<file path="config.mk">
export PLATFORM = sky130hd
export DESIGN_NAME = dzTop
export DESIGN_NICKNAME = d
export VERILOG_FILES = /design/src/dzPkg.sv /design/src/dzTop.sv /design/src/dzBusCtrl.sv /design/src/dzTxScan.sv /design/src/dzUartTx.sv /design/src/dzModemSync.sv
export SDC_FILE = /design/constraint.sdc
export NUM_CORES = 1
export LEC_CHECK = 0
export ABC_AREA = 1
export BUFFER_PORTS_ARGS = -buffer_cell sky130_fd_sc_hd__buf_2
export CAP_MARGIN = 20
export CORE_ASPECT_RATIO = 0.8
export CORE_MARGIN = 2
export CORE_UTILIZATION = 57
export CTS_CLUSTER_DIAMETER = 120
export DETAILED_ROUTE_END_ITERATION = 12
export PLACE_DENSITY = 0.79
export SLEW_MARGIN = 30
export SYNTH_ARGS = -nofsm -noshare
export SYNTH_HDL_FRONTEND = slang
export SYNTH_HIERARCHICAL = 1
export SYNTH_SLANG_ARGS = --single-unit
</file>
<file path="constraint.sdc">
create_clock -name clk -period 5.2 [get_ports clk]
set_clock_uncertainty 0.1 [all_clocks]
set_input_delay 0 -clock clk [delete_from_list [all_inputs] [get_ports clk]]
set_output_delay 0 -clock clk [all_outputs]
set_load 0.03 [all_outputs]
</file>
<file path="src/dzPkg.sv">
////////////////////////////////////////////////////////////
// Shared types for the eight-line transmit multiplexer
// Register words are 16 bits and map onto the bus data path
// Offsets are byte offsets from the device base address
// MSR read and TDR write share one offset
////////////////////////////////////////////////////////////

package dzPkg;

   // Line count and derived types
   localparam int nLines = 8;

   typedef logic [nLines-1:0]         lineMask_t;
   typedef logic [$clog2(nLines)-1:0] lineNum_t;

   // Register offsets
   localparam logic [17:0] csrOffset    = 18'd0;
   localparam logic [17:0] tcrOffset    = 18'd4;
   localparam logic [17:0] msrTdrOffset = 18'd6;

   ////////////////////////////////////////////////////////////
   // Bus request and response
   ////////////////////////////////////////////////////////////

   typedef struct packed {
      logic        read;
      logic        write;
      logic        io;
      logic        vect;
      logic [3:0]  dev;
      logic [17:0] addr;
      logic        hiByte;
      logic        loByte;
      logic [15:0] data;
   } busReq_t;

   typedef struct packed {
      logic        ack;
      logic [15:0] data;
   } busRsp_t;

   ////////////////////////////////////////////////////////////
   // Register layouts
   ////////////////////////////////////////////////////////////

   // Control and status
   typedef struct packed {
      logic       trdy;
      logic       tie;
      logic [2:0] rsvdHi;
      lineNum_t   tline;
      logic [1:0] rsvdMid;
      logic       mse;
      logic       clr;
      logic [3:0] rsvdLo;
   } csr_t;

   // Transmit control
   typedef struct packed {
      lineMask_t dtr;
      lineMask_t lineEnable;
   } tcr_t;

   // Modem status, read only
   typedef struct packed {
      lineMask_t carrier;
      lineMask_t ring;
   } msr_t;

   // Transmit data, write only
   typedef struct packed {
      lineMask_t  brk;
      logic [7:0] tbuf;
   } tdr_t;

   // One bus word, decoded by address and direction
   typedef union packed {
      logic [15:0] raw;
      csr_t        csr;
      tcr_t        tcr;
      msr_t        msr;
      tdr_t        tdr;
   } regWord_u;

endpackage
</file>
<file path="src/dzTop.sv">
////////////////////////////////////////////////////////////
// Transmit side of an eight-line terminal multiplexer
// Bus acknowledge and read data are combinational
// Bit rate is fixed by clocksPerBit for all lines
// No receivers and no line parameter register
////////////////////////////////////////////////////////////

`timescale 1ns/1ps

module dzTop #(
   parameter logic [3:0]  dzDev        = 4'd3,
   parameter logic [17:0] dzAddr       = 18'o760010,
   parameter logic [17:0] dzVect       = 18'o340,
   parameter logic [3:0]  dzIntr       = 4'b0100,
   parameter int          clocksPerBit = 16
) (
   input  logic             clk,
   input  logic             rstN,
   input  dzPkg::busReq_t   bus,
   input  dzPkg::lineMask_t carrier,
   input  dzPkg::lineMask_t ring,
   output dzPkg::busRsp_t   rsp,
   output dzPkg::lineMask_t txd,
   output dzPkg::lineMask_t dtr,
   output logic [3:0]       intr
);

   // Controller to scanner
   logic             mse;
   dzPkg::lineMask_t lineEnable;
   logic [1:0]       tdrWrite;
   dzPkg::tdr_t      tdrWord;
   logic             init;

   // Scanner status
   logic             trdy;
   dzPkg::lineNum_t  tline;

   // Scanner to transmitters
   dzPkg::lineMask_t load;
   logic [7:0]       txChar;
   dzPkg::lineMask_t brk;
   dzPkg::lineMask_t empty;

   dzPkg::msr_t      msr;

   ////////////////////////////////////////////////////////////
   // Register file and bus interface
   ////////////////////////////////////////////////////////////

   dzBusCtrl #(
      .dzDev  (dzDev),
      .dzAddr (dzAddr),
      .dzVect (dzVect),
      .dzIntr (dzIntr)
   ) i_dzBusCtrl (
      .clk        (clk),
      .rstN       (rstN),
      .bus        (bus),
      .msr        (msr),
      .trdy       (trdy),
      .tline      (tline),
      .rsp        (rsp),
      .mse        (mse),
      .lineEnable (lineEnable),
      .dtr        (dtr),
      .tdrWrite   (tdrWrite),
      .tdrWord    (tdrWord),
      .init       (init),
      .intr       (intr)
   );

   // Round-robin line search and character steering
   dzTxScan i_dzTxScan (
      .clk        (clk),
      .rstN       (rstN),
      .init       (init),
      .mse        (mse),
      .lineEnable (lineEnable),
      .empty      (empty),
      .tdrWrite   (tdrWrite),
      .tdrWord    (tdrWord),
      .trdy       (trdy),
      .tline      (tline),
      .load       (load),
      .txChar     (txChar),
      .brk        (brk)
   );

   // Carrier and ring into the clock domain
   dzModemSync i_dzModemSync (
      .clk     (clk),
      .rstN    (rstN),
      .carrier (carrier),
      .ring    (ring),
      .msr     (msr)
   );

   ////////////////////////////////////////////////////////////
   // Transmitter array
   ////////////////////////////////////////////////////////////

   for (genvar k = 0; k < dzPkg::nLines; k++)
   begin : gLine
      dzUartTx #(
         .clocksPerBit (clocksPerBit)
      ) i_dzUartTx (
         .clk    (clk),
         .rstN   (rstN),
         .init   (init),
         .load   (load[k]),
         .txChar (txChar),
         .brk    (brk[k]),
         .txd    (txd[k]),
         .empty  (empty[k])
      );
   end

endmodule

</file>
<file path="src/dzBusCtrl.sv">
////////////////////////////////////////////////////////////
// Bus decode, CSR and TCR, read mux and interrupt request
// Same-cycle ack and read data, writes land on next edge
// CLR is a one-shot and always reads back as zero
// tdrWrite carries the high and low byte lane strobes
// Interrupt is a level, vector read has no side effect
////////////////////////////////////////////////////////////

`timescale 1ns/1ps

module dzBusCtrl #(
   parameter logic [3:0]  dzDev  = '0,
   parameter logic [17:0] dzAddr = '0,
   parameter logic [17:0] dzVect = '0,
   parameter logic [3:0]  dzIntr = '0
) (
   input  logic             clk,
   input  logic             rstN,
   input  dzPkg::busReq_t   bus,
   input  dzPkg::msr_t      msr,
   input  logic             trdy,
   input  dzPkg::lineNum_t  tline,
   output dzPkg::busRsp_t   rsp,
   output logic             mse,
   output dzPkg::lineMask_t lineEnable,
   output dzPkg::lineMask_t dtr,
   output logic [1:0]       tdrWrite,
   output dzPkg::tdr_t      tdrWord,
   output logic             init,
   output logic [3:0]       intr
);

   // Absolute register addresses
   localparam logic [17:0] csrAddr = dzAddr + dzPkg::csrOffset;
   localparam logic [17:0] tcrAddr = dzAddr + dzPkg::tcrOffset;
   localparam logic [17:0] mtAddr  = dzAddr + dzPkg::msrTdrOffset;

   // Only the transmit vector remains
   localparam logic [17:0] txVect  = dzVect + 18'd4;

   logic devSel;
   logic regSel;
   logic csrRead;
   logic csrWrite;
   logic tcrRead;
   logic tcrWrite;
   logic msrRead;
   logic tdrSel;
   logic vectRead;

   logic           tie;
   dzPkg::tcr_t    tcr;
   dzPkg::regWord_u wrWord;
   dzPkg::regWord_u rdWord;

   ////////////////////////////////////////////////////////////
   // Address decode
   ////////////////////////////////////////////////////////////

   assign devSel   = bus.io && (bus.dev == dzDev);
   assign regSel   = devSel && !bus.vect;

   assign csrRead  = regSel && bus.read  && (bus.addr == csrAddr);
   assign csrWrite = regSel && bus.write && (bus.addr == csrAddr);
   assign tcrRead  = regSel && bus.read  && (bus.addr == tcrAddr);
   assign tcrWrite = regSel && bus.write && (bus.addr == tcrAddr);
   // Same offset, direction picks MSR or TDR
   assign msrRead  = regSel && bus.read  && (bus.addr == mtAddr);
   assign tdrSel   = regSel && bus.write && (bus.addr == mtAddr);
   assign vectRead = devSel && bus.vect && bus.read;

   // Write data seen through the register layouts
   assign wrWord.raw = bus.data;

   // Clear pulse from a CSR low byte write
   assign init = csrWrite && bus.loByte && wrWord.csr.clr;

   // TDR byte lanes to the scanner
   assign tdrWrite = {tdrSel && bus.hiByte, tdrSel && bus.loByte};
   assign tdrWord  = wrWord.tdr;

   ////////////////////////////////////////////////////////////
   // CSR and TCR
   ////////////////////////////////////////////////////////////

   always_ff @(posedge clk)
   begin
      if (!rstN)
      begin
         mse <= 1'b0;
         tie <= 1'b0;
         tcr <= '0;
      end
      else
      begin
         // TIE in high byte, MSE in low byte
         if (csrWrite && bus.hiByte)
            tie <= wrWord.csr.tie;
         if (csrWrite && bus.loByte)
            mse <= wrWord.csr.mse;
         // Clear wipes TCR but leaves MSE and TIE
         if (init)
            tcr <= '0;
         else if (tcrWrite)
         begin
            if (bus.hiByte)
               tcr.dtr <= wrWord.tcr.dtr;
            if (bus.loByte)
               tcr.lineEnable <= wrWord.tcr.lineEnable;
         end
      end
   end

   assign lineEnable = tcr.lineEnable;
   assign dtr        = tcr.dtr;

   ////////////////////////////////////////////////////////////
   // Read mux and acknowledge
   ////////////////////////////////////////////////////////////

   always_comb
   begin
      rdWord.raw = '0;
      if (csrRead)
      begin
         rdWord.csr.trdy  = trdy;
         rdWord.csr.tie   = tie;
         rdWord.csr.tline = tline;
         rdWord.csr.mse   = mse;
      end
      else if (tcrRead)
         rdWord.tcr = tcr;
      else if (msrRead)
         rdWord.msr = msr;
      else if (vectRead)
         rdWord.raw = txVect[15:0];
   end

   assign rsp.ack  = csrRead | csrWrite | tcrRead | tcrWrite |
                     msrRead | tdrSel | vectRead;
   assign rsp.data = rdWord.raw;

   // Level request while a line waits for a character
   assign intr = (tie && trdy) ? dzIntr : 4'b0;

   // One register target per bus cycle
   aOneSelect: assert property (@(posedge clk) disable iff (!rstN)
      $onehot0({csrRead, csrWrite, tcrRead, tcrWrite, msrRead, tdrSel, vectRead}));

endmodule

</file>
<file path="src/dzTxScan.sv">
////////////////////////////////////////////////////////////
// Round-robin search for an enabled and empty line
// Pointer moves one line per cycle while MSE and not TRDY
// Character write without TRDY is dropped
// Break bits are held here and cleared by init
////////////////////////////////////////////////////////////

`timescale 1ns/1ps

module dzTxScan (
   input  logic             clk,
   input  logic             rstN,
   input  logic             init,
   input  logic             mse,
   input  dzPkg::lineMask_t lineEnable,
   input  dzPkg::lineMask_t empty,
   input  logic [1:0]       tdrWrite,
   input  dzPkg::tdr_t      tdrWord,
   output logic             trdy,
   output dzPkg::lineNum_t  tline,
   output dzPkg::lineMask_t load,
   output logic [7:0]       txChar,
   output dzPkg::lineMask_t brk
);

   dzPkg::lineNum_t scanPtr;
   logic            hit;
   logic            charWrite;

   // Line under the pointer wants a character
   assign hit       = lineEnable[scanPtr] && empty[scanPtr];
   assign charWrite = tdrWrite[0] && trdy;

   always_ff @(posedge clk)
   begin
      if (!rstN)
      begin
         trdy    <= 1'b0;
         tline   <= '0;
         scanPtr <= '0;
         load    <= '0;
         brk     <= '0;
      end
      else
      begin
         // Load is a single cycle pulse
         load <= '0;
         if (init)
         begin
            // Scanner back to its reset state
            trdy    <= 1'b0;
            tline   <= '0;
            scanPtr <= '0;
            brk     <= '0;
         end
         else
         begin
            if (tdrWrite[1])
               brk <= tdrWord.brk;
            if (charWrite)
            begin
               load[tline] <= 1'b1;
               trdy        <= 1'b0;
               // Resume after the line just served
               scanPtr     <= tline + 1'b1;
            end
            else if (mse && !trdy)
            begin
               if (hit)
               begin
                  trdy  <= 1'b1;
                  tline <= scanPtr;
               end
               else
                  scanPtr <= scanPtr + 1'b1;
            end
         end
      end
   end

   // Character travels with the load pulse
   always_ff @(posedge clk)
   begin
      if (charWrite)
         txChar <= tdrWord.tbuf;
   end

   // Single line per load, and only into an idle transmitter
   aLoadOneHot: assert property (@(posedge clk) disable iff (!rstN) $onehot0(load));
   aLoadEmpty: assert property (@(posedge clk) disable iff (!rstN) (load & ~empty) == '0);

endmodule

</file>
<file path="src/dzUartTx.sv">
////////////////////////////////////////////////////////////
// Fixed-rate 8N1 transmitter
// Start bit begins on the edge after load
// empty stays low for ten bit times
// brk forces the line low regardless of state
////////////////////////////////////////////////////////////

`timescale 1ns/1ps

module dzUartTx #(
   parameter int clocksPerBit = 16
) (
   input  logic       clk,
   input  logic       rstN,
   input  logic       init,
   input  logic       load,
   input  logic [7:0] txChar,
   input  logic       brk,
   output logic       txd,
   output logic       empty
);

   localparam int              cntW     = (clocksPerBit > 1) ? $clog2(clocksPerBit) : 1;
   localparam logic [cntW-1:0] lastTick = cntW'(clocksPerBit - 1);

   logic            busy;
   logic [cntW-1:0] tickCnt;
   logic [3:0]      bitsLeft;
   // Stop, data LSB first, start
   logic [9:0]      shiftReg;
   logic            bitDone;

   assign bitDone = (tickCnt == lastTick);

   ////////////////////////////////////////////////////////////
   // Bit timing
   ////////////////////////////////////////////////////////////

   always_ff @(posedge clk)
   begin
      if (!rstN || init)
      begin
         busy     <= 1'b0;
         tickCnt  <= '0;
         bitsLeft <= '0;
      end
      else if (load)
      begin
         busy     <= 1'b1;
         tickCnt  <= '0;
         bitsLeft <= 4'd10;
      end
      else if (busy)
      begin
         if (bitDone)
         begin
            tickCnt  <= '0;
            bitsLeft <= bitsLeft - 4'd1;
            // Stop bit done
            if (bitsLeft == 4'd1)
               busy <= 1'b0;
         end
         else
            tickCnt <= tickCnt + 1'b1;
      end
   end

   // Frame shifter
   always_ff @(posedge clk)
   begin
      if (load)
         shiftReg <= {1'b1, txChar, 1'b0};
      else if (busy && bitDone)
         shiftReg <= {1'b1, shiftReg[9:1]};
   end

   // Idle mark unless sending, break wins
   assign txd   = brk ? 1'b0 : (busy ? shiftReg[0] : 1'b1);
   assign empty = !busy;

   // Scanner only loads idle lines
   aNoLoadBusy: assert property (@(posedge clk) disable iff (!rstN) load |-> !busy);

endmodule

</file>
<file path="src/dzModemSync.sv">
////////////////////////////////////////////////////////////
// Carrier and ring synchronizer
// Pins are asynchronous, two flops per pin
// A pin change shows in MSR after two clock edges
////////////////////////////////////////////////////////////

`timescale 1ns/1ps

module dzModemSync (
   input  logic             clk,
   input  logic             rstN,
   input  dzPkg::lineMask_t carrier,
   input  dzPkg::lineMask_t ring,
   output dzPkg::msr_t      msr
);

   // First stage, may go metastable
   dzPkg::msr_t meta;

   always_ff @(posedge clk)
   begin
      if (!rstN)
      begin
         meta <= '0;
         msr  <= '0;
      end
      else
      begin
         meta.carrier <= carrier;
         meta.ring    <= ring;
         // Second stage feeds the register read
         msr          <= meta;
      end
   end

endmodule

</file>
==> impl_results.html, run 1 <==
<table>
<tr><th>Metric</th><th>Value</th></tr>
<tr><th colspan="2">Timing</th></tr>
<tr><td>Final period demand of the worst path</td><td>1.86 ns</td></tr>
<tr><td>Final setup TNS</td><td>0 ns</td></tr>
<tr><td>RSZ-0062 raised after global routing</td><td>no</td></tr>
<tr><td>Slew at the pin closest to its max-slew limit</td><td>0.676 ns</td></tr>
<tr><td>Max Slew Vio Count</td><td>0</td></tr>
<tr><td>Worst slew slack as a fraction of its limit</td><td>0.549</td></tr>
<tr><td>Number of hold-slack violations in the final timing report</td><td>0</td></tr>
<tr><td>Fmax</td><td>around 540 MHz</td></tr>
<tr><td>Post-route clock period utilization</td><td>0.359</td></tr>
<tr><td>Setup Viol. Count Final</td><td>0</td></tr>
<tr><th colspan="2">Final layout</th></tr>
<tr><td>Final standard cell count with taps included and fillers excluded</td><td>1751</td></tr>
<tr><td>Final Util</td><td>0.681</td></tr>
<tr><td>Layout Nets</td><td>about 1600</td></tr>
<tr><td>Fraction of final layout cells sized beyond drive strength 1</td><td>0.133</td></tr>
<tr><td>Antenna diode instance count</td><td>0</td></tr>
<tr><td>Layout Area Growth over Synthesis</td><td>16.5%</td></tr>
<tr><th colspan="2">Job</th></tr>
<tr><td>Max_cap viols</td><td>0</td></tr>
<tr><th colspan="2">Power and ir drop</th></tr>
<tr><td>Sw Share</td><td>0.207</td></tr>
<tr><td>Overall power consumption</td><td>3.60 mW</td></tr>
<tr><td>Fraction of power consumed by the clock network</td><td>0.462</td></tr>
<tr><td>Static leakage</td><td>5.71 nW</td></tr>
<tr><td>Fraction of power consumed by combinational cells</td><td>0.034</td></tr>
<tr><td>Internal power consumption</td><td>2.86 mW</td></tr>
<tr><td>Maximum vdd drop</td><td>308 uV</td></tr>
<tr><td>Switching component of the power</td><td>0.744 mW</td></tr>
<tr><td>Sequential cell fraction of total power</td><td>0.504</td></tr>
<tr><td>Power per unit of standard cell area</td><td>289 mW/mm^2</td></tr>
<tr><th colspan="2">Worst setup path</th></tr>
<tr><td>Startpoint types</td><td>register</td></tr>
<tr><td>Worst-path fanout max</td><td>15</td></tr>
<tr><td>CP cell instances</td><td>ha_1, nand2_2, nor2_4, nor2_1, inv_1</td></tr>
<tr><td>Worst reg2reg path startpoint</td><td>gLine[6].i_dzUartTx/tickCnt[0]$_SDFFE_PP0P_</td></tr>
<tr><td>FF-to-FF setup slack</td><td>3.34 ns</td></tr>
<tr><td>Crit path buf inv count</td><td>1</td></tr>
<tr><td>Endpoint class of the critical path</td><td>register</td></tr>
<tr><td>Critical path origin</td><td>gLine[6].i_dzUartTx/tickCnt[0]$_SDFFE_PP0P_</td></tr>
<tr><td>Library cell contributing the largest single delay on the critical path</td><td>sky130_fd_sc_hd__dfxtp_1</td></tr>
<tr><td>Data required time of the critical path</td><td>approximately 5.3 ns</td></tr>
<tr><td>RR Endpoint</td><td>gLine[6].i_dzUartTx/shiftReg[4]$_DFFE_PP_</td></tr>
<tr><td>Kind of critical path</td><td>register to register</td></tr>
<tr><td>Max incr delay on CP</td><td>0.37 ns</td></tr>
<tr><td>Data arrival, critical path</td><td>around 1.9 ns</td></tr>
<tr><td>R2R cell count</td><td>5</td></tr>
<tr><td>Cell type group with the largest total delay on the critical path</td><td>simple AND/OR/NAND/NOR gates</td></tr>
<tr><th colspan="2">Floorplan</th></tr>
<tr><td>CORE AREA</td><td>0.0183 mm^2</td></tr>
<tr><td>DIE HEIGHT</td><td>127 um</td></tr>
<tr><td>Number of top-level pins</td><td>99</td></tr>
<tr><td>Die Width</td><td>~160 um</td></tr>
<tr><td>Overall die area</td><td>0.0199 mm^2</td></tr>
<tr><td>Standard-cell row count</td><td>44</td></tr>
<tr><td>Starting utilization of the core area</td><td>0.585</td></tr>
<tr><th colspan="2">Synthesis</th></tr>
<tr><td>Total of warnings raised by yosys</td><td>6</td></tr>
<tr><td>Sequential cell area fraction in the yosys report</td><td>0.489</td></tr>
<tr><td>Ranking of synthesized cells by area</td><td>sky130_fd_sc_hd__dfxtp_1, sky130_fd_sc_hd__edfxtp_1, sky130_fd_sc_hd__nand2_1</td></tr>
<tr><td>Average size of a mapped cell</td><td>7.89 um^2</td></tr>
<tr><td>Area fraction of the dominant cell type after synthesis</td><td>0.286</td></tr>
<tr><td>Synth cell types</td><td>33</td></tr>
<tr><td>Synthesized instance count</td><td>around 1400</td></tr>
<tr><td>Synthesized cell area</td><td>0.0107 mm^2</td></tr>
<tr><td>Seq cells post-synth</td><td>roughly 230</td></tr>
<tr><td>Cell type contributing the most total cell area after synthesis</td><td>sky130_fd_sc_hd__dfxtp_1</td></tr>
<tr><th colspan="2">Clocking</th></tr>
<tr><td>Number of sinks handled by clock tree synthesis</td><td>225</td></tr>
<tr><td>Clock buffer depth</td><td>3</td></tr>
<tr><td>Clock tree from TritonCTS</td><td>built</td></tr>
<tr><td>Htree depth</td><td>1</td></tr>
<tr><td>Clock slew at reported path FFs</td><td>0.07 ns</td></tr>
<tr><td>Root buffer selected by CTS</td><td>sky130_fd_sc_hd__clkbuf_16</td></tr>
<tr><td>Clock latency on the worst-skew pair</td><td>0.51 ns</td></tr>
<tr><td>Number of clock buffers inserted by TritonCTS</td><td>23</td></tr>
<tr><th colspan="2">Placement</th></tr>
<tr><td>Gpl congestion</td><td>0.835</td></tr>
<tr><td>HPWL reported at the end of detailed placement</td><td>15900 um</td></tr>
<tr><td>Buffers on Ports</td><td>95</td></tr>
<tr><td>Cells after DPL</td><td>1650</td></tr>
<tr><th colspan="2">Route</th></tr>
<tr><td>WL/cell</td><td>14.2 um</td></tr>
<tr><td>Vias per std cell</td><td>5.10</td></tr>
<tr><td>Detailed router's first-iteration violation count</td><td>around 720</td></tr>
<tr><td>Initial DRT Pass Iterations</td><td>5</td></tr>
<tr><td>Routed Wire Length</td><td>roughly 25000 um</td></tr>
<tr><td>Via count</td><td>roughly 8900</td></tr>
<tr><td>Antenna Violating Nets Remaining</td><td>0</td></tr>
<tr><td>Count of unresolved DRC violations after routing</td><td>0</td></tr>
<tr><th colspan="2">Hold path</th></tr>
<tr><td>Min-Delay Endpoint</td><td>i_dzBusCtrl/lineEnable[2]$_SDFFE_PP0P_</td></tr>
<tr><td>Min-Delay Startpoint</td><td>bus[42]</td></tr>
<tr><td>Kind of path behind the tightest hold check</td><td>primary input to register</td></tr>
<tr><td>Number of cells on the worst hold path</td><td>9</td></tr>
<tr><th colspan="2">Global routing</th></tr>
<tr><td>Final global-route overflow total</td><td>0</td></tr>
<tr><td>Maximum number of pins on one net before global-route repair</td><td>45</td></tr>
<tr><td>Global-route total usage across every layer</td><td>0.257</td></tr>
<tr><td>Via count of the first global-routing pass</td><td>8439</td></tr>
<tr><td>Initial antenna violation count</td><td>0</td></tr>
<tr><td>Wire length of the first global-routing pass</td><td>41100 um</td></tr>
<tr><th colspan="2">Outcome</th></tr>
<tr><td>Status</td><td>complete, no violations</td></tr>
</table>
[layout by cell type (no fill, tap or decap), drive strengths merged, types with 44 or more instances in the layout]
master       count
nand3          145
nor2           143
dlygate4sd3     60
o21ai           44
inv            202
dfxtp          153
a21oi           71
nand2          392
edfxtp          72
buf             96
[worst reg2reg max path, cell delays in order, from the launching register on]
cell and delay [ns]:
sky130_fd_sc_hd__dfxtp_1 0.37, sky130_fd_sc_hd__ha_1 0.21, sky130_fd_sc_hd__nand2_2 0.10, sky130_fd_sc_hd__nor2_4 0.32, sky130_fd_sc_hd__nor2_1 0.12, sky130_fd_sc_hd__inv_1 0.31
[final cells by class]
type	count	area, um^2
tap	253	317
inverter	201	754
clock buffer	30	622
multi-input combinational	875	4320
clock inverter	11	131
timing repair buffer	156	1080
fill	1444	5820
sequential	225	5230
[synth_stat cells]
cell type	instances
sky130_fd_sc_hd__a21oi_1	60
sky130_fd_sc_hd__a21oi_2	11
sky130_fd_sc_hd__buf_2	4
sky130_fd_sc_hd__buf_4	19
sky130_fd_sc_hd__buf_6	12
sky130_fd_sc_hd__buf_8	2
sky130_fd_sc_hd__clkbuf_1	19
sky130_fd_sc_hd__conb_1	1
sky130_fd_sc_hd__dfxtp_1	153
sky130_fd_sc_hd__edfxtp_1	72
sky130_fd_sc_hd__ha_1	25
sky130_fd_sc_hd__inv_1	197
sky130_fd_sc_hd__inv_2	4
sky130_fd_sc_hd__nand2_1	380
sky130_fd_sc_hd__nand2_2	11
sky130_fd_sc_hd__nand2_4	1
sky130_fd_sc_hd__nand3_1	132
sky130_fd_sc_hd__nand3_2	12
sky130_fd_sc_hd__nand3_4	1
sky130_fd_sc_hd__nand3b_1	8
sky130_fd_sc_hd__nand4_1	11
sky130_fd_sc_hd__nand4_2	1
sky130_fd_sc_hd__nor2_1	114
sky130_fd_sc_hd__nor2_2	15
sky130_fd_sc_hd__nor2_4	13
sky130_fd_sc_hd__nor2_8	1
sky130_fd_sc_hd__nor3_1	5
sky130_fd_sc_hd__nor3_4	1
sky130_fd_sc_hd__nor4_1	8
sky130_fd_sc_hd__o21a_1	1
sky130_fd_sc_hd__o21ai_0	42
sky130_fd_sc_hd__o21ai_1	2
sky130_fd_sc_hd__xor2_1	17
[sequential cells by signal, summed over array words and instances, names as in the netlist]
name	flops
gLine.i_dzUartTx/bitsLeft	32
gLine.i_dzUartTx/busy	8
gLine.i_dzUartTx/shiftReg	72
gLine.i_dzUartTx/tickCnt	32
i_dzBusCtrl/dtr	8
i_dzBusCtrl/lineEnable	8
i_dzBusCtrl/mse	1
i_dzBusCtrl/tie	1
i_dzModemSync/meta	16
i_dzModemSync/msr	16
i_dzTxScan/brk	8
i_dzTxScan/load	8
i_dzTxScan/scanPtr	3
i_dzTxScan/tline	3
i_dzTxScan/trdy	1
i_dzTxScan/txChar	8
[logic make-up (layout without fill, tap and decap cells)]
family,after synthesis,after routing,synth area share
other,1,3,0.000351
adder cells (fa/ha/maj),25,25,0.0293
flip-flops,225,225,0.489
XOR/XNOR,17,17,0.0139
AND/OR/NAND/NOR,714,714,0.302
buffers and inverters,257,398,0.108
AO/OA/AOI/OAI,116,116,0.0584
[per-layer routing]
metal  part of all wire  global-route usage
met3              0.064              0.0441
met4              0.032              0.0861
met1               0.45               0.350
met5                  0                   0
met2               0.45               0.418
[timing repair]
action                     CTS  global route
setup endpoints to repair    0             0
buffers inserted             0             0
gates resized for setup      0             0
hold buffers                60             0
hold endpoints to repair    66             0
[stage by stage]
step	setup WS [ns]	hold slack [ns]	cell area, um^2
2_1_floorplan	3.36	-0.00655	10700
3_3_place_gp	3.03	0.0809	11100
3_5_place_dp	2.92	0.0834	11100
4_1_cts	3.34	0.0561	12500
5_1_grt	3.09	0.134	12500
6_report	3.34	0.0669	12500
[power groups by stage]
stage	Sequential, mW	Combinational, mW	Clock [mW]
after global placement	1.85	0.0852	0
final	1.82	0.122	1.67
after CTS	1.82	0.117	1.69
after detailed placement	1.85	0.0870	0
after global routing	1.82	0.135	1.76
after floorplan	1.85	0.0599	0
[how the worst max path moves through the flow]
stage / cells after the start / slack, ns / end
6_report: 5 / 3.34 / gLine[6].i_dzUartTx/shiftReg[4]$_DFFE_PP_
3_3_place_gp: 16 / 3.03 / i_dzTxScan/scanPtr[2]$_SDFFE_PP0P_
5_1_grt: 18 / 3.09 / i_dzTxScan/scanPtr[2]$_SDFFE_PP0P_
3_5_place_dp: 16 / 2.92 / i_dzTxScan/scanPtr[2]$_SDFFE_PP0P_
4_1_cts: 5 / 3.34 / gLine[0].i_dzUartTx/shiftReg[1]$_DFFE_PP_
2_1_floorplan: 15 / 3.36 / i_dzTxScan/scanPtr[2]$_SDFFE_PP0P_
No activity file was read; power rests on OpenSTA's default activity.
==> run 2: changes to the inputs <==
- CORE_UTILIZATION: 57 -> 54
- PLACE_DENSITY: 0.79 -> 0.78
- clock period: 5.2 -> 1.57 ns (I/O delays scaled with it)
==> impl_results.html, run 2 (synthesized netlist as in run 1, its figures left out) <==
<table>
<tr><th>Metric</th><th>Value</th></tr>
<tr><th colspan="2">Hold path</th></tr>
<tr><td>Min-Delay Endpoint</td><td>i_dzBusCtrl/mse$_SDFFE_PN0N_</td></tr>
<tr><td>Kind of path behind the tightest hold check</td><td>primary input to register</td></tr>
<tr><td>Number of cells on the worst hold path</td><td>11</td></tr>
<tr><td>Min-Delay Startpoint</td><td>bus[20]</td></tr>
<tr><th colspan="2">Global routing</th></tr>
<tr><td>Met3 global-route usage</td><td>0.0470</td></tr>
<tr><td>Global-route total usage across every layer</td><td>0.251</td></tr>
<tr><td>Global-route track usage on met1</td><td>0.320</td></tr>
<tr><td>Wire length of the first global-routing pass</td><td>42700 um</td></tr>
<tr><td>Initial antenna violation count</td><td>0</td></tr>
<tr><td>Busiest layer in global routing</td><td>met2</td></tr>
<tr><td>Final global-route overflow total</td><td>0</td></tr>
<tr><td>Via count of the first global-routing pass</td><td>9003</td></tr>
<tr><td>Global-route met2 utilization</td><td>0.428</td></tr>
<tr><td>Maximum number of pins on one net before global-route repair</td><td>25</td></tr>
<tr><th colspan="2">Route</th></tr>
<tr><td>Detailed router's first-iteration violation count</td><td>564</td></tr>
<tr><td>Initial DRT Pass Iterations</td><td>5</td></tr>
<tr><td>Count of unresolved DRC violations after routing</td><td>0</td></tr>
<tr><td>Routed Wire Length</td><td>26900 um</td></tr>
<tr><td>WL/cell</td><td>14.6 um</td></tr>
<tr><td>Vias per std cell</td><td>5.12</td></tr>
<tr><td>Via count</td><td>9435</td></tr>
<tr><td>Antenna Violating Nets Remaining</td><td>0</td></tr>
<tr><th colspan="2">Power and ir drop</th></tr>
<tr><td>Power per unit of standard cell area</td><td>between 800 and 900 mW/mm^2</td></tr>
<tr><td>Maximum vdd drop</td><td>around 700 uV</td></tr>
<tr><td>Static leakage</td><td>6.06 nW</td></tr>
<tr><th colspan="2">Final layout</th></tr>
<tr><td>Antenna diode instance count</td><td>0</td></tr>
<tr><td>Final standard cell count with taps included and fillers excluded</td><td>around 1800</td></tr>
<tr><td>Fillcell total</td><td>1515</td></tr>
<tr><td>Largest regs</td><td>gLine.i_dzUartTx/shiftReg x72, gLine.i_dzUartTx/bitsLeft x32, gLine.i_dzUartTx/tickCnt x32</td></tr>
<tr><td>Most common cell after layout, fill and taps aside</td><td>sky130_fd_sc_hd__nand2_1</td></tr>
<tr><td>Flip-flop count of the largest register, all copies and words added</td><td>72</td></tr>
<tr><td>Layout Nets</td><td>1647</td></tr>
<tr><td>Top register by number of flip-flops</td><td>gLine.i_dzUartTx/shiftReg</td></tr>
<tr><td>Most frequent cells in the layout</td><td>sky130_fd_sc_hd__nand2_1, sky130_fd_sc_hd__inv_1, sky130_fd_sc_hd__dfxtp_1</td></tr>
<tr><td>Final Util</td><td>0.676</td></tr>
<tr><td>Layout Area Growth over Synthesis</td><td>24.1%</td></tr>
<tr><td>Summed area of non-filler cells in the final layout</td><td>around 0.013 mm^2</td></tr>
<tr><td>Fraction of final layout cells sized beyond drive strength 1</td><td>0.213</td></tr>
<tr><th colspan="2">Worst setup path</th></tr>
<tr><td>Data required time of the critical path</td><td>1.47 ns</td></tr>
<tr><td>RR Endpoint</td><td>gLine[4].i_dzUartTx/shiftReg[8]$_DFFE_PP_</td></tr>
<tr><td>Kind of critical path</td><td>primary input to primary output</td></tr>
<tr><td>Endpoint class of the critical path</td><td>primary output</td></tr>
<tr><td>R2R cell count</td><td>6</td></tr>
<tr><td>Max incr delay on CP</td><td>0.20 ns</td></tr>
<tr><td>CP cell instances</td><td>buf_2, nor2_4, nand2_2, nor2_4, buf_6, nand3_4, nor2_4, buf_6, nand2_2, nand2_1, nor2_1, nor2_1, buf_4</td></tr>
<tr><td>Library cell contributing the largest single delay on the critical path</td><td>sky130_fd_sc_hd__buf_4</td></tr>
<tr><td>FF-to-FF setup slack</td><td>0.06 ns</td></tr>
<tr><td>Worst-path fanout max</td><td>5</td></tr>
<tr><td>Data arrival, critical path</td><td>1.46 ns</td></tr>
<tr><td>Startpoint types</td><td>primary input</td></tr>
<tr><td>Worst reg2reg path startpoint</td><td>gLine[4].i_dzUartTx/tickCnt[0]$_SDFFE_PP0P_</td></tr>
<tr><td>Cell with the most instances on the worst path</td><td>sky130_fd_sc_hd__nor2_4</td></tr>
<tr><th colspan="2">Timing</th></tr>
<tr><td>Worst slew slack as a fraction of its limit</td><td>0.640</td></tr>
<tr><td>Setup Viol. Count Final</td><td>0</td></tr>
<tr><td>Fmax</td><td>640 MHz</td></tr>
<tr><td>Fin worst setup slack</td><td>0.00664 ns</td></tr>
<tr><td>RSZ-0062 raised after global routing</td><td>yes</td></tr>
<tr><td>Number of hold-slack violations in the final timing report</td><td>0</td></tr>
<tr><td>Slew at the pin closest to its max-slew limit</td><td>about 0.54 ns</td></tr>
<tr><td>Max Slew Vio Count</td><td>0</td></tr>
<tr><td>Post-route clock period utilization</td><td>0.996</td></tr>
<tr><td>Final period demand of the worst path</td><td>between 1.5 and 2 ns</td></tr>
<tr><td>Final setup TNS</td><td>0 ns</td></tr>
<tr><th colspan="2">Clocking</th></tr>
<tr><td>Root buffer selected by CTS</td><td>sky130_fd_sc_hd__clkbuf_16</td></tr>
<tr><td>Clock latency on the worst-skew pair</td><td>0.52 ns</td></tr>
<tr><td>Htree depth</td><td>1</td></tr>
<tr><td>Clock buffer depth</td><td>3</td></tr>
<tr><td>Clock slew at reported path FFs</td><td>0.06 ns</td></tr>
<tr><td>Clock tree from TritonCTS</td><td>built</td></tr>
<tr><td>Number of clock buffers inserted by TritonCTS</td><td>23</td></tr>
<tr><td>Number of sinks handled by clock tree synthesis</td><td>225</td></tr>
<tr><th colspan="2">Floorplan</th></tr>
<tr><td>CORE AREA</td><td>0.0196 mm^2</td></tr>
<tr><td>Overall die area</td><td>0.0210 mm^2</td></tr>
<tr><td>Starting utilization of the core area</td><td>0.545</td></tr>
<tr><td>Standard-cell row count</td><td>46</td></tr>
<tr><td>Number of top-level pins</td><td>99</td></tr>
<tr><td>Die Width</td><td>161 um</td></tr>
<tr><td>DIE HEIGHT</td><td>130 um</td></tr>
<tr><th colspan="2">Placement</th></tr>
<tr><td>Gpl congestion</td><td>0.866</td></tr>
<tr><td>Buffers on Ports</td><td>95</td></tr>
<tr><td>Cells after DPL</td><td>1748</td></tr>
<tr><td>Setup WS pre-CTS</td><td>-0.431 ns</td></tr>
<tr><td>HPWL reported at the end of detailed placement</td><td>about 18000 um</td></tr>
<tr><td>Placement-stage cell area</td><td>approximately 0.012 mm^2</td></tr>
<tr><th colspan="2">Outcome</th></tr>
<tr><td>Status</td><td>complete, no violations</td></tr>
<tr><th colspan="2">Job</th></tr>
<tr><td>Max_cap viols</td><td>0</td></tr>
</table>
run 2: changes by cell type in the layout (fill, tap and decap cells not counted), sizes merged:
cell,before,now
dlygate4sd3,60,42
buf,96,191
bufinv,3,2
clkinv,7,9
clkbuf,30,31
run 2: per-stage QoR:
stage	hold slack [ns]	power, mW
CTS	0.0795	11.8
global route	0.126	12.1
global placement	0.0793	6.50
finish	0.107	11.8
floorplan	-0.00655	6.34
detailed placement	0.0847	6.51
run 2: power by group:
part           switching, mW  total [mW]  internal (mW)
Clock                   2.24        5.26           3.03
Combinational          0.255       0.483          0.229
Sequential            0.0119        6.02           6.00
run 2: how the worst max path moves through the flow:
stage                                           startpoint                                         to  slack, ns  depth (start not counted)
6_report                                           bus[22]                                    rsp[10]      0.007                         13
3_3_place_gp                                       bus[30]         i_dzTxScan/scanPtr[2]$_SDFFE_PP0P_      -0.36                         18
5_1_grt                                            bus[22]                                     rsp[8]      -0.06                         13
4_1_cts        gLine[5].i_dzUartTx/tickCnt[0]$_SDFFE_PP0P_  gLine[5].i_dzUartTx/shiftReg[3]$_DFFE_PP_      0.006                          5
3_5_place_dp                                       bus[30]         i_dzTxScan/scanPtr[2]$_SDFFE_PP0P_      -0.43                         18
2_1_floorplan                                      bus[22]         i_dzTxScan/scanPtr[2]$_SDFFE_PP0P_      -0.17                         15
run 2: timing repair:
item,CTS,global route
hold buffers,42,0
setup endpoints to repair,2,73
resized for setup,1,72
pin swaps,1,11
buffers inserted,1,8
endpoints found under the hold margin,58,0
run 2: final cells by class:
cell class	count	area, um^2	area share
Clock buffer	30	602	0.0454
Sequential cell	225	5240	0.395
Multi-Input combinational cell	875	4450	0.335
Clock inverter	12	106	0.00802
Tap cell	264	330	0.0249
Timing Repair Buffer	234	1790	0.135
Inverter	201	754	0.0569
run 2: metal layers:
metal  part of all wire  wire length, um
met3              0.069             1870
met4              0.033              892
met1               0.43            11500
met2               0.47            12600
met5                  0                0
run 2: worst max-delay path: cells and delay by family:
kind,cells,cell delay (ns)
buffers and inverters,4,0.58
and+or+nand+nor,9,0.89
